File: config.mk
export PLATFORM = sky130hd
export DESIGN_NAME = link_8b10b
export DESIGN_NICKNAME = d
export VERILOG_FILES = /design/src/source/line_code_pkg.sv /design/src/source/dec_8b10b.sv /design/src/source/enc_8b10b.sv /design/src/source/link_8b10b.sv /design/src/source/link_err_counter.sv
export SDC_FILE = /design/constraint.sdc
export NUM_CORES = 1
export LEC_CHECK = 0
export ABC_CLOCK_PERIOD_IN_PS = 8300
export BUFFER_PORTS_ARGS = -buffer_cell sky130_fd_sc_hd__clkbuf_2
export CORE_ASPECT_RATIO = 2
export CORE_MARGIN = 1
export CORE_UTILIZATION = 25
export CTS_CLUSTER_SIZE = 25
export DETAILED_ROUTE_END_ITERATION = 6
export PLACE_DENSITY = 0.51
export SLEW_MARGIN = 20
export SYNTH_ARGS = -nofsm -noshare
export SYNTH_HDL_FRONTEND = slang
export SYNTH_HIERARCHICAL = 1
export SYNTH_SLANG_ARGS = --single-unit
File: constraint.sdc
create_clock -name clk -period 8.3 [get_ports clk]
set_input_delay 0.83 -clock clk [delete_from_list [all_inputs] [get_ports clk]]
set_output_delay 0.83 -clock clk [all_outputs]
set_load 0.1 [all_outputs]
File: src/source/line_code_pkg.sv
// 8b/10b link shared definitions
// Widths, word structs, reset symbol and small bit helpers
`default_nettype none

package line_code_pkg;

    localparam int BYTE_W    = 8;                     // Data byte width
    localparam int SYM_W     = 10;                    // Line symbol width
    localparam int ERR_CNT_W = 16;                    // Error counter width

    typedef logic [BYTE_W-1:0]    byte_t;             // Raw data byte
    typedef logic [SYM_W-1:0]     symbol_t;           // Bit a sits at bit 0
    typedef logic [ERR_CNT_W-1:0] err_count_t;        // Errored symbol count

    typedef struct packed {
        logic  charisk;                               // Control character request
        byte_t data;                                  // HGF EDCBA
    } tx_word_t;

    typedef struct packed {
        logic  code_err;                              // Group not in any table
        logic  disp_err;                              // Group sign against running disparity
        logic  charisk;                               // One of the twelve K codes
        byte_t data;                                  // Decoded HGF EDCBA
    } rx_word_t;

    localparam symbol_t    RESET_SYMBOL  = 10'b0101010101; // Alternating, sent in reset
    localparam err_count_t ERR_COUNT_MAX = '1;             // Counter saturates here

    // Swap between abcdeifghj order and line order
    function automatic symbol_t sym_reverse(input symbol_t s);
        symbol_t r;
        for (int i = 0; i < SYM_W; i++) begin
            r[i] = s[SYM_W-1-i];
        end
        return r;
    endfunction

    // Ones in a sub-block, 4b groups are zero padded
    function automatic logic [2:0] ones_count(input logic [5:0] v);
        logic [2:0] n;
        n = '0;
        for (int i = 0; i < 6; i++) begin
            n = n + {2'b00, v[i]};
        end
        return n;
    endfunction

endpackage

`default_nettype wire

File: src/source/dec_8b10b.sv
// 8b/10b decoder
// Inverts both sub-block tables, recognises the twelve K codes
// Flags unused groups and groups whose sign breaks the running disparity
`timescale 1ns/1ps
`default_nettype none

module dec_8b10b import line_code_pkg::*; (
    input  wire          clk,
    input  wire          rst,
    input  wire          en,                          // Symbol present this cycle
    input  wire symbol_t symbol,
    output rx_word_t     word,
    output logic         valid
);

    symbol_t    rev;                                  // abcdeifghj with a at the MSB
    logic [5:0] g6;
    logic [3:0] g4;
    logic [3:0] g4_dec;
    logic [4:0] x5;
    logic [2:0] y3;
    logic [2:0] ones6;
    logic [2:0] ones4;
    logic       ok6;
    logic       ok4;
    logic       k28;
    logic       k_alt;
    logic       rd;                                   // Running disparity with 1 as positive
    logic       rd6;
    logic       rd4;
    logic       derr6;
    logic       derr4;
    rx_word_t   dec_word;

    assign rev = sym_reverse(symbol);
    assign g6  = rev[9:4];
    assign g4  = rev[3:0];
    assign k28 = (g6 == 6'b001111) || (g6 == 6'b110000);

    // ==================================================
    // 6b/5b lookup
    // ==================================================
    always_comb begin
        ok6 = 1'b1;
        case (g6)
            6'b100111, 6'b011000: x5 = 5'd0;
            6'b011101, 6'b100010: x5 = 5'd1;
            6'b101101, 6'b010010: x5 = 5'd2;
            6'b110001:            x5 = 5'd3;
            6'b110101, 6'b001010: x5 = 5'd4;
            6'b101001:            x5 = 5'd5;
            6'b011001:            x5 = 5'd6;
            6'b111000, 6'b000111: x5 = 5'd7;
            6'b111001, 6'b000110: x5 = 5'd8;
            6'b100101:            x5 = 5'd9;
            6'b010101:            x5 = 5'd10;
            6'b110100:            x5 = 5'd11;
            6'b001101:            x5 = 5'd12;
            6'b101100:            x5 = 5'd13;
            6'b011100:            x5 = 5'd14;
            6'b010111, 6'b101000: x5 = 5'd15;
            6'b011011, 6'b100100: x5 = 5'd16;
            6'b100011:            x5 = 5'd17;
            6'b010011:            x5 = 5'd18;
            6'b110010:            x5 = 5'd19;
            6'b001011:            x5 = 5'd20;
            6'b101010:            x5 = 5'd21;
            6'b011010:            x5 = 5'd22;
            6'b111010, 6'b000101: x5 = 5'd23;
            6'b110011, 6'b001100: x5 = 5'd24;
            6'b100110:            x5 = 5'd25;
            6'b010110:            x5 = 5'd26;
            6'b110110, 6'b001001: x5 = 5'd27;
            6'b001110:            x5 = 5'd28;         // D.28
            6'b001111, 6'b110000: x5 = 5'd28;         // K.28
            6'b101110, 6'b010001: x5 = 5'd29;
            6'b011110, 6'b100001: x5 = 5'd30;
            6'b101011, 6'b010100: x5 = 5'd31;
            default: begin
                x5  = 5'd0;
                ok6 = 1'b0;                           // Unused pattern
            end
        endcase
    end

    // ==================================================
    // 4b/3b lookup
    // ==================================================
    // After K.28 with positive sign the balanced codes come out inverted
    assign g4_dec = (g6 == 6'b110000) ? ~g4 : g4;

    always_comb begin
        ok4 = 1'b1;
        case (g4_dec)
            4'b1011, 4'b0100:                   y3 = 3'd0;
            4'b1001:                            y3 = 3'd1;
            4'b0101:                            y3 = 3'd2;
            4'b1100, 4'b0011:                   y3 = 3'd3;
            4'b1101, 4'b0010:                   y3 = 3'd4;
            4'b1010:                            y3 = 3'd5;
            4'b0110:                            y3 = 3'd6;
            4'b1110, 4'b0001, 4'b0111, 4'b1000: y3 = 3'd7; // P7 and A7
            default: begin
                y3  = 3'd0;
                ok4 = 1'b0;                           // 0000 or 1111
            end
        endcase
    end

    // K.23/27/29/30 only ever carry A7
    assign k_alt = ((g4 == 4'b0111) || (g4 == 4'b1000)) &&
                   (x5 == 5'd23 || x5 == 5'd27 || x5 == 5'd29 || x5 == 5'd30);

    // ==================================================
    // Disparity tracking
    // ==================================================
    assign ones6 = ones_count(g6);
    assign ones4 = ones_count({2'b00, g4});

    assign rd6 = (ones6 == 3'd3) ? rd : (ones6 > 3'd3); // Follows group sign even on error
    assign rd4 = (ones4 == 3'd2) ? rd6 : (ones4 > 3'd2);

    assign derr6 = ((ones6 == 3'd4) && rd)  || ((ones6 == 3'd2) && !rd) ||
                   ((g6 == 6'b111000) && rd) || ((g6 == 6'b000111) && !rd);
    assign derr4 = ((ones4 == 3'd3) && rd6) || ((ones4 == 3'd1) && !rd6) ||
                   ((g4 == 4'b1100) && rd6) || ((g4 == 4'b0011) && !rd6);

    always_comb begin
        dec_word.code_err = !(ok6 && ok4);
        dec_word.disp_err = derr6 || derr4;
        dec_word.charisk  = k28 || k_alt;
        dec_word.data     = {y3, x5};                 // HGF EDCBA
    end

    // ==================================================
    // Output registers
    // ==================================================
    always_ff @(posedge clk) begin
        if (en) begin
            word <= dec_word;
        end
    end

    always_ff @(posedge clk) begin
        if (rst) begin
            rd    <= 1'b0;                            // Start negative
            valid <= 1'b0;
        end else begin
            valid <= en;
            if (en) begin
                rd <= rd4;
            end
        end
    end

endmodule

`default_nettype wire

File: src/source/enc_8b10b.sv
// 8b/10b encoder
// 5b/6b and 3b/4b tables chosen by running disparity, one symbol per enable
// Flags control requests that are not one of the twelve K codes
`timescale 1ns/1ps
`default_nettype none

module enc_8b10b import line_code_pkg::*; (
    input  wire           clk,
    input  wire           rst,
    input  wire           en,                         // Encode word this cycle
    input  wire tx_word_t word,
    input  wire           disp_in,                    // 1 = positive running disparity
    output symbol_t       symbol,
    output logic          kerr,                       // Invalid K request
    output logic          disp_out,
    output logic          valid
);

    logic [4:0] x5;                                   // EDCBA
    logic [2:0] y3;                                   // HGF
    logic [5:0] b6_neg;                               // abcdei for negative disparity
    logic [5:0] b6;
    logic [3:0] b4_neg;                               // fghj for negative disparity
    logic [3:0] b4;
    logic       k28;
    logic       k_valid;
    logic       k_sel;
    logic       alt7;
    logic       unbal6;
    logic       unbal4;
    logic       flip6;
    logic       flip4;
    logic       disp_6b;
    logic       disp_4b;

    assign x5 = word.data[4:0];
    assign y3 = word.data[7:5];

    assign k28     = word.charisk && (x5 == 5'd28);
    assign k_valid = (x5 == 5'd28) ||                 // K.28.0 to K.28.7
                     ((y3 == 3'd7) && (x5 == 5'd23 || x5 == 5'd27 ||
                                       x5 == 5'd29 || x5 == 5'd30));
    assign k_sel   = word.charisk && k_valid;         // Bad K falls back to data code

    // ==================================================
    // 5b/6b sub-block
    // ==================================================
    always_comb begin
        case (x5)
            5'd0:    b6_neg = 6'b100111;
            5'd1:    b6_neg = 6'b011101;
            5'd2:    b6_neg = 6'b101101;
            5'd3:    b6_neg = 6'b110001;
            5'd4:    b6_neg = 6'b110101;
            5'd5:    b6_neg = 6'b101001;
            5'd6:    b6_neg = 6'b011001;
            5'd7:    b6_neg = 6'b111000;              // Balanced, still alternates
            5'd8:    b6_neg = 6'b111001;
            5'd9:    b6_neg = 6'b100101;
            5'd10:   b6_neg = 6'b010101;
            5'd11:   b6_neg = 6'b110100;
            5'd12:   b6_neg = 6'b001101;
            5'd13:   b6_neg = 6'b101100;
            5'd14:   b6_neg = 6'b011100;
            5'd15:   b6_neg = 6'b010111;
            5'd16:   b6_neg = 6'b011011;
            5'd17:   b6_neg = 6'b100011;
            5'd18:   b6_neg = 6'b010011;
            5'd19:   b6_neg = 6'b110010;
            5'd20:   b6_neg = 6'b001011;
            5'd21:   b6_neg = 6'b101010;
            5'd22:   b6_neg = 6'b011010;
            5'd23:   b6_neg = 6'b111010;
            5'd24:   b6_neg = 6'b110011;
            5'd25:   b6_neg = 6'b100110;
            5'd26:   b6_neg = 6'b010110;
            5'd27:   b6_neg = 6'b110110;
            5'd28:   b6_neg = k28 ? 6'b001111 : 6'b001110; // K.28 vs D.28
            5'd29:   b6_neg = 6'b101110;
            5'd30:   b6_neg = 6'b011110;
            default: b6_neg = 6'b101011;              // D.31
        endcase
    end

    assign unbal6  = (ones_count(b6_neg) != 3'd3);
    assign flip6   = unbal6 || (x5 == 5'd7);          // Complement under positive RD
    assign b6      = (disp_in && flip6) ? ~b6_neg : b6_neg;
    assign disp_6b = disp_in ^ unbal6;                // Unbalanced group flips RD

    // ==================================================
    // 3b/4b sub-block
    // ==================================================
    // Alternate 7 avoids runs of five on the abcdei/fghj boundary
    assign alt7 = k_sel ||
                  (!disp_6b && (x5 == 5'd17 || x5 == 5'd18 || x5 == 5'd20)) ||
                  (disp_6b  && (x5 == 5'd11 || x5 == 5'd13 || x5 == 5'd14));

    always_comb begin
        case (y3)
            3'd0:    b4_neg = 4'b1011;
            3'd1:    b4_neg = k28 ? 4'b0110 : 4'b1001;
            3'd2:    b4_neg = k28 ? 4'b1010 : 4'b0101;
            3'd3:    b4_neg = 4'b1100;
            3'd4:    b4_neg = 4'b1101;
            3'd5:    b4_neg = k28 ? 4'b0101 : 4'b1010;
            3'd6:    b4_neg = k28 ? 4'b1001 : 4'b0110;
            default: b4_neg = alt7 ? 4'b0111 : 4'b1110; // A7 or P7
        endcase
    end

    assign unbal4  = (y3 == 3'd0) || (y3 == 3'd4) || (y3 == 3'd7);
    assign flip4   = unbal4 || (y3 == 3'd3) || k28;  // K.28 balanced codes alternate too
    assign b4      = (disp_6b && flip4) ? ~b4_neg : b4_neg;
    assign disp_4b = disp_6b ^ unbal4;

    // ==================================================
    // Output registers
    // ==================================================
    always_ff @(posedge clk) begin
        if (rst) begin
            symbol   <= RESET_SYMBOL;
            kerr     <= 1'b0;
            disp_out <= 1'b0;                         // Start negative
        end else if (en) begin
            symbol   <= sym_reverse({b6, b4});        // Bit a goes out first
            kerr     <= word.charisk && !k_valid;
            disp_out <= disp_4b;
        end
    end

    always_ff @(posedge clk) begin
        if (rst) begin
            valid <= 1'b0;
        end else begin
            valid <= en;                              // One cycle pulse per word
        end
    end

endmodule

`default_nettype wire

File: src/source/link_8b10b.sv
// 8b/10b link endpoint
// Encoder and decoder halves with separate symbol ports, plus the
// receive error counter
`timescale 1ns/1ps
`default_nettype none

module link_8b10b import line_code_pkg::*; (
    input  wire             clk,
    input  wire             rst,
    // Transmit side
    input  wire             tx_en,
    input  wire tx_word_t   tx_word,
    output wire symbol_t    tx_symbol,
    output wire             tx_kerr,
    output wire             tx_valid,
    // Receive side
    input  wire             rx_en,
    input  wire symbol_t    rx_symbol,
    output wire rx_word_t   rx_word,
    output wire             rx_valid,
    // Error statistics
    input  wire             err_clear,
    output wire err_count_t err_count
);

    wire tx_disp;                                     // Encoder RD fed back to itself

    enc_8b10b u_enc (
        .clk      (clk),
        .rst      (rst),
        .en       (tx_en),
        .word     (tx_word),
        .disp_in  (tx_disp),
        .symbol   (tx_symbol),
        .kerr     (tx_kerr),
        .disp_out (tx_disp),
        .valid    (tx_valid)
    );

    dec_8b10b u_dec (
        .clk    (clk),
        .rst    (rst),
        .en     (rx_en),
        .symbol (rx_symbol),
        .word   (rx_word),
        .valid  (rx_valid)
    );

    link_err_counter u_err (
        .clk   (clk),
        .rst   (rst),
        .clear (err_clear),
        .valid (rx_valid),
        .word  (rx_word),
        .count (err_count)
    );

endmodule

`default_nettype wire

File: src/source/link_err_counter.sv
// Receive error counter
// Counts decoded symbols with a code or disparity error, saturating
`timescale 1ns/1ps
`default_nettype none

module link_err_counter import line_code_pkg::*; (
    input  wire           clk,
    input  wire           rst,
    input  wire           clear,                      // Wins over an increment
    input  wire           valid,
    input  wire rx_word_t word,
    output err_count_t    count
);

    logic hit;                                        // Errored symbol this cycle
    logic at_max;

    assign hit    = valid && (word.code_err || word.disp_err);
    assign at_max = (count == ERR_COUNT_MAX);

    always_ff @(posedge clk) begin
        if (rst) begin
            count <= '0;
        end else if (clear) begin
            count <= '0;
        end else if (hit && !at_max) begin
            count <= count + 1'b1;                    // Hold at max
        end
    end

endmodule

`default_nettype wire

==> qor.txt, run 1 <==
Period minus WS final -> 5230 ps
critical path fanouts, max -> 23
DRC Markers -> 0
Yosys top cell by area -> dfxtp_1
Max rail drop VDD -> 0.0000869 V
CTS resizes -> 0
# Post-CTS Setup Buffers -> 0
CTS H-tree lvls -> 2
Async SR Flop Fraction -> 0%
hold depth -> 2
RSZ-0062 raised after global routing -> no
synthesized area -> 3860 um^2
DIE AREA -> 16,000 um^2
worst r2r path cells -> 4
detailed placer's ending HPWL -> 8710 um
slowest stage cell on the critical path -> fa_1
grt peak-use layer -> met2
reg2reg end -> u_err/count[9]
Setup violations, final -> 0
largest net degree at the start of global routing -> 29
Die H -> 178 um
drt pass-1 iters -> 4
Final Wtd Congestion -> 0.917
Boundary Pins -> 64
IO buf count -> 63
Via density -> 5.28
worst hold slack -> 468 ps
# Max-Cap Violations -> 0
Post-synth top flop -> dfxtp_1
part of the power in registers -> 31.5%
most used cell, CP -> fa_1
Worst R2R Start -> u_err/count[4]
Clock Tree Root -> clkbuf_16
area grow syn2layout -> 13.7%
met3 Track Usage GR -> 1.16%
FF+latch count, synth -> 42
Sw Share -> 42.5%
worst-skew pair later-pin latency -> 290 ps
Crit Path Class -> primary input to flip-flop
fraction of the yosys area taken by sequential cells -> 24.6%
synth warn -> 6
Initial Util -> 25.8%
CTS Hold Buffers Added -> 0
Mapped Nets -> 515
Buf+Inv Stages, Crit Path -> 3
clock sink count -> 42
Util after Layout -> 29.3%
hold path startpoint -> u_enc/symbol[7]
cts bufs inserted -> 5
crit path cell chain -> clkbuf_2 -> or3_1 -> a21oi_1 -> o21ai_0 -> fa_1 -> fa_1 -> inv_1 -> ha_1 -> inv_1 -> fa_1 -> and3b_1 -> xnor2_2 -> mux2i_1 -> a31oi_1 -> o311a_1 -> a2111o_1
ANT cells -> 0
first-pass GRT wire length -> 17,900 um
CP arrival -> 5400 ps
Leakage -> 1.64 nW
R2R Setup Slk -> 6230 ps
top post-synthesis cells by area -> dfxtp_1, edfxtp_1, a21oi_1
status -> complete, no violations
# rows -> 63
All-Layer GR Usage -> 13.7%
worst min path class -> flip-flop to flip-flop
Total Wirelength -> 11,000 um
commonest cells after routing, fill and taps aside -> clkbuf_2, nand2_1, a21oi_1
ANT nets after route -> 0
layout cells sized above 1 -> 18.7%
nets -> 552
Comb pwr share -> 42.7%
switching power -> 328 uW
Worst Hold End -> u_enc/symbol[7]
FMAX -> 0.191 GHz
Final period util -> 63.1%
startpoint types -> primary input
Worst path top cell family by delay -> adder cells
post-synth top area share -> 16.1%
met1 Usage GRT -> 13.8%
setup TNS -> 0 ps
DR iter-0 viols -> 230
TritonCTS clock tree -> done
met2 layer usage reported by global route -> 27.4%
synthesized area per cell -> 8.22 um^2
WL/cell -> 15.7 um
Synth cell types -> 85
Relative slew margins -> 47.9%
DIE WIDTH -> 89.9 um
vias in the first global route -> 3,571
Power per Cell Area -> 175 nW/um^2
area of the core -> 15,000 um^2
Via Count -> 3,713
DP Cell Count -> 695
Hold Vio Cnt, Final -> 0
largest stage delay on the critical path -> 550 ps
number of synthesized flops with an enable pin -> 11
Layout Cells excl Fill -> 703
internal power -> 442 uW
GR Overflow Total -> 0
Worst Tran Pin Value -> 770 ps
Tot Pwr -> 770 uW
dpl cell area -> 4240 um^2
Max Slew Vio Count -> 0
Req. time, crit path -> 8470 ps
final worst slack -> 3070 ps
Reg clk slew, reported paths -> 50 ps
final instance area -> 4390 um^2
Clock Skew -> 3.35 ps
power share of the clock group -> 25.8%
commonest non-fill, non-tap cell in the layout -> clkbuf_2
clock buffer depth -> 2
initial antenna violation count -> 0
synthesized instance count -> 470
crit path capture type -> flip-flop
pre-CTS setup slack -> 2790 ps
==> flip-flops by register name (all words and copies together) (netlist names) <==
register / count
u_err/count: 16
u_enc/symbol: 10
u_dec/rd: 1
u_enc/kerr: 1
u_dec/valid: 1
u_enc/valid: 1
u_dec/word: 11
u_enc/disp_out: 1
==> worst max path at each step <==
| stage | depth (start not counted) | slack, ps | from | end |
|---|---|---|---|---|
| final | 16 | 3070 | tx_word[1] | u_enc/symbol[6] |
| after global routing | 17 | 2740 | tx_word[0] | u_enc/symbol[6] |
| after CTS | 16 | 3090 | tx_word[1] | u_enc/symbol[6] |
| after detailed placement | 16 | 2790 | tx_word[1] | u_enc/symbol[6] |
| after global placement | 17 | 2940 | tx_word[0] | u_enc/symbol[6] |
| after floorplan | 17 | 3200 | tx_word[3] | u_enc/symbol[6] |
==> cell type report <==
type | count | area (um^2)
clock inverter | 2 | 12.5
fill | 1636 | 10600
timing repair buffer | 63 | 315
tap | 195 | 244
multi-input combinational | 372 | 2640
clock buffer | 6 | 139
sequential | 42 | 951
inverter | 23 | 86.3
==> metal layers <==
layer	vias to the layer above	share of wire, %
li1	1833	-
met1	1759	39
met2	96	55
met3	25	2.7
met4	0	3.1
met5	-	0
==> power by group through the flow <==
stage | registers, mW | clock network (mW) | logic, mW
6_report | 0.243 | 0.198 | 0.329
5_1_grt | 0.245 | 0.212 | 0.353
4_1_cts | 0.243 | 0.204 | 0.330
3_5_place_dp | 0.247 | 0 | 0.328
3_3_place_gp | 0.247 | 0 | 0.323
2_1_floorplan | 0.355 | 0 | 0.164
==> synth_stat cells (all sizes together) (4+ instances only) <==
cell type,instances
nand2b,6
a211o,5
and3,4
nor4b,5
nor3,12
xnor2,9
nor3b,6
fa,7
a21oi,37
a32oi,4
inv,22
o31a,5
nand4,8
or2,8
nand2,39
nor2b,9
nor4,7
a211oi,8
o22ai,7
xor2,7
dfxtp,31
o21ai,22
o41ai,4
a21o,4
nor2,30
mux2i,7
edfxtp,11
clkbuf,15
ha,14
or3,8
buf,18
and2,4
nand3b,4
or4,7
o31ai,10
nand3,14
o21a,6
==> tightest hold or removal path, delay by kind of cell, from the launching register on <==
| family | cells | cell delay, ps |
|---|---|---|
| compound gates | 1 | 50 |
| simple gates | 1 | 60 |
| flops | 1 | 310 |
==> cell families after synthesis <==
logic type      after synthesis  share of synthesized area, %
simple gates                183                          27.3
compound gates              142                          26.6
buf+inv                      56                          6.93
flops                        42                          24.6
fa+ha+maj                    23                          8.68
xor+xnor                     16                          3.82
mux                           8                          2.11
Power figures use the tool's default switching activity.
==> run 2: changes to the inputs <==
--- a/config.mk
+++ b/config.mk
@@ -5,14 +5,15 @@
 export SDC_FILE = /design/constraint.sdc
 export NUM_CORES = 1
 export LEC_CHECK = 0
-export ABC_CLOCK_PERIOD_IN_PS = 8300
+export ABC_AREA = 1
+export ABC_CLOCK_PERIOD_IN_PS = 5320
 export BUFFER_PORTS_ARGS = -buffer_cell sky130_fd_sc_hd__clkbuf_2
 export CORE_ASPECT_RATIO = 2
 export CORE_MARGIN = 1
 export CORE_UTILIZATION = 25
 export CTS_CLUSTER_SIZE = 25
 export DETAILED_ROUTE_END_ITERATION = 6
-export PLACE_DENSITY = 0.51
+export PLACE_DENSITY = 0.5
 export SLEW_MARGIN = 20
 export SYNTH_ARGS = -nofsm -noshare
 export SYNTH_HDL_FRONTEND = slang
==> constraint.sdc (replaced) <==
create_clock -name clk -period 5.32 [get_ports clk]
set_input_delay 0.532 -clock clk [delete_from_list [all_inputs] [get_ports clk]]
set_output_delay 0.532 -clock clk [all_outputs]
set_load 0.1 [all_outputs]
==> qor.txt, run 2 <==
clock buffer depth -> 2 (unchanged)
Post-synth top cells -> nand2_1, nor2_1, nand3_1, inv_1, dfxtp_1
Synth Area in XOR/XNOR -> 2.24% (-1.6 points)
Yosys top cell by area -> nand2_1
Boundary Pins -> 64 (unchanged)
Clock Skew -> 6.12 ps (+2.77 ps)
Max rail drop VDD -> 0.0000987 V (+14%)
top post-synthesis cells by area -> nand2_1, dfxtp_1, nand3_1
final instance area -> 4860 um^2 (+11%)
Post-synth top flop -> dfxtp_1
dpl cell area -> 4710 um^2 (+11%)
CP startpoint -> tx_word[2]
Worst R2R Start -> u_err/count[0]
multiplexer share of the synthesized area -> 0% (-2.1 points)
WL/cell -> 13.3 um (-15%)
largest net degree at the start of global routing -> 29 (unchanged)
# rows -> 67 (+6.3%)
startpoint types -> primary input
Most flops, register -> u_err/count
Reg clk slew, reported paths -> 70 ps (+20 ps)
cts bufs inserted -> 5 (unchanged)
Via Count -> 4,426 (+19%)
Relative slew margins -> 61.9% (+14 points)
# Post-CTS Setup Buffers -> 0 (unchanged)
DP Cell Count -> 943 (+36%)
CTS H-tree lvls -> 2 (unchanged)
met3 WL post-DR -> 371 um (+27%)
FMAX -> 0.234 GHz
post-synth top area share -> 15.0% (-1.0 points)
DIE AREA -> 17,500 um^2 (+9.7%)
Power per Cell Area -> 248 nW/um^2 (+41%)
FF+latch count, synth -> 42 (unchanged)
CTS Hold Buffers Added -> 0 (unchanged)
commonest non-fill, non-tap cell in the layout -> nand2_1
ANT nets after route -> 0 (unchanged)
Max Slew Vio Count -> 0 (unchanged)
synthesized area -> 4240 um^2 (+9.8%)
Largest regs -> u_err/count (16), u_dec/word (11), u_enc/symbol (10)
Routed met2 length -> 7110 um (+17%)
fillcell total -> 1,902 (+16%)
max FFs per register -> 16 (unchanged)
Hold Vio Cnt, Final -> 0 (unchanged)
Final Wtd Congestion -> 0.939 (+2.3%)
Util after Layout -> 29.1% (-0.19 points)
synthesized instance count -> 688 (+46%)
DR iter-0 viols -> 114 (-50%)
clock sink count -> 42 (unchanged)
Worst Tran Pin Value -> 573 ps (-197 ps)
synth warn -> 6 (unchanged)
synthesized area per cell -> 6.16 um^2 (-25%)
worst min path class -> flip-flop to flip-flop
number of synthesized flops with an enable pin -> 11 (unchanged)
area of the core -> 16,700 um^2 (+11%)
ANT cells -> 0 (unchanged)
initial antenna violation count -> 0 (unchanged)
IO buf count -> 63 (unchanged)
crit path capture type -> flip-flop
M1 WL -> 4410 um (+3.0%)
most used cell, CP -> nand2_1
fraction of the yosys area taken by sequential cells -> 22.4% (-2.2 points)
Initial Util -> 25.4% (-0.36 points)
Die H -> 186 um (+4.7%)
All-Layer GR Usage -> 15.5% (+1.8 points)
critical path fanouts, max -> 8 (-65%)
Crit Path Class -> primary input to flip-flop
Via density -> 4.65 (-12%)
TritonCTS clock tree -> done
DRC Markers -> 0 (unchanged)
area grow syn2layout -> 14.6%
commonest cells after routing, fill and taps aside -> nand2_1, nor2_1, nand3_1
Clock Tree Root -> clkbuf_16
Async SR Flop Fraction -> 0% (unchanged)
Leakage -> 2.41 nW (+47%)
largest family of logic cells by synthesized area -> simple AND/OR/NAND/NOR gates
Synth Area in Compound Gates -> 8.94% (-18 points)
DIE WIDTH -> 94.1 um (+4.7%)
Req. time, crit path -> 5510 ps (-2960 ps)
top sig layer -> met4
nets -> 788 (+43%)
CP arrival -> 4450 ps (-950 ps)
status -> complete, no violations
RSZ-0062 raised after global routing -> no
hold path startpoint -> u_enc/symbol[8]
Mapped Nets -> 733 (+42%)
Tot Pwr -> 1.20 mW (+56%)
Synth cell types -> 47 (-45%)
Setup violations, final -> 0 (unchanged)
CTS resizes -> 0 (unchanged)
drt pass-1 iters -> 4 (unchanged)
detailed placer's ending HPWL -> 10,700 um (+23%)
first-pass GRT wire length -> 20,900 um (+17%)
# Max-Cap Violations -> 0 (unchanged)
Total Wirelength -> 12,700 um (+15%)
Period minus WS final -> 4270 ps
Final period util -> 80.2%
largest stage delay on the critical path -> 540 ps (about the same)
post-synthesis simple-gate area fraction -> 49.0% (+22 points)
vias in the first global route -> 4,513 (+26%)
top-count cell post-synth -> nand2_1
layout cells sized above 1 -> 16.9% (-1.8 points)
setup TNS -> 0 ps (unchanged)
Layout Cells excl Fill -> 951 (+35%)
slowest stage cell on the critical path -> fa_1
adder-cell area share of the yosys netlist -> 7.44% (-1.2 points)
GR Overflow Total -> 0 (unchanged)
worst-skew pair later-pin latency -> 290 ps (about the same)
-- run 2: cell types whose count changed in the layout (fill, tap and decap cells not counted), sizes merged, moves of 9 or more --
cell,previous run,this run
nand2,39,177
nor2b,9,0
nand3,14,98
inv,22,82
xnor2,9,0
o31ai,10,0
nor2,30,136
-- run 2: final timing paths --
path / endpoint / slack (ps) / depth (start not counted)
worst max-delay path: u_enc/symbol[9] / 1050 / 28
worst min-delay path: u_enc/symbol[8] / 480 / 2
worst max register to register: u_err/count[9] / 3690 / 6
worst min register to register: u_enc/symbol[8] / 480 / 2
-- run 2: stage by stage --
stage / hold slack (ps) / setup WS [ps]
final: 476 / 1050
after global routing: 494 / 574
after CTS: 477 / 1030
after detailed placement: 461 / 716
after global placement: 456 / 782
after floorplan: 460 / 1150
-- run 2: report_power, final --
group	total (mW)	switching, mW	internal (mW)
Clock	0.307	0.133	0.174
Sequential	0.371	0.0132	0.358
Combinational	0.525	0.396	0.129
Total	1.20	0.542	0.661
-- run 2: layer usage --
layer  vias to the layer above  track usage [%]
li1                       2337                -
met1                      1943             13.8
met2                       102             31.1
met3                        44             1.26
met4                         0             11.2
met5                         -                0
-- run 2: worst max-delay path, delay by kind of cell --
kind,cells,cell delay [ps]
adder cells (fa/ha/maj),4,1620
AND/OR/NAND/NOR,16,1610
buffers and inverters,6,550
AO/OA/AOI/OAI,2,130
-- run 2: kinds of logic after synthesis --
group	count (synthesis)
adder cells (fa/ha/maj)	21
AND/OR/NAND/NOR	446
flip-flops	42
AO/OA/AOI/OAI	70
buffers and inverters	99
XOR/XNOR	10
-- run 2: layout make-up --
class,count,area (um^2),area share [%]
clock buffer,5,125,2.58
clock inverter,3,20.0,0.412
multi-input combinational,547,2870,59.0
sequential,42,951,19.6
timing repair buffer,64,323,6.64
inverter,83,313,6.44
tap,207,259,5.33
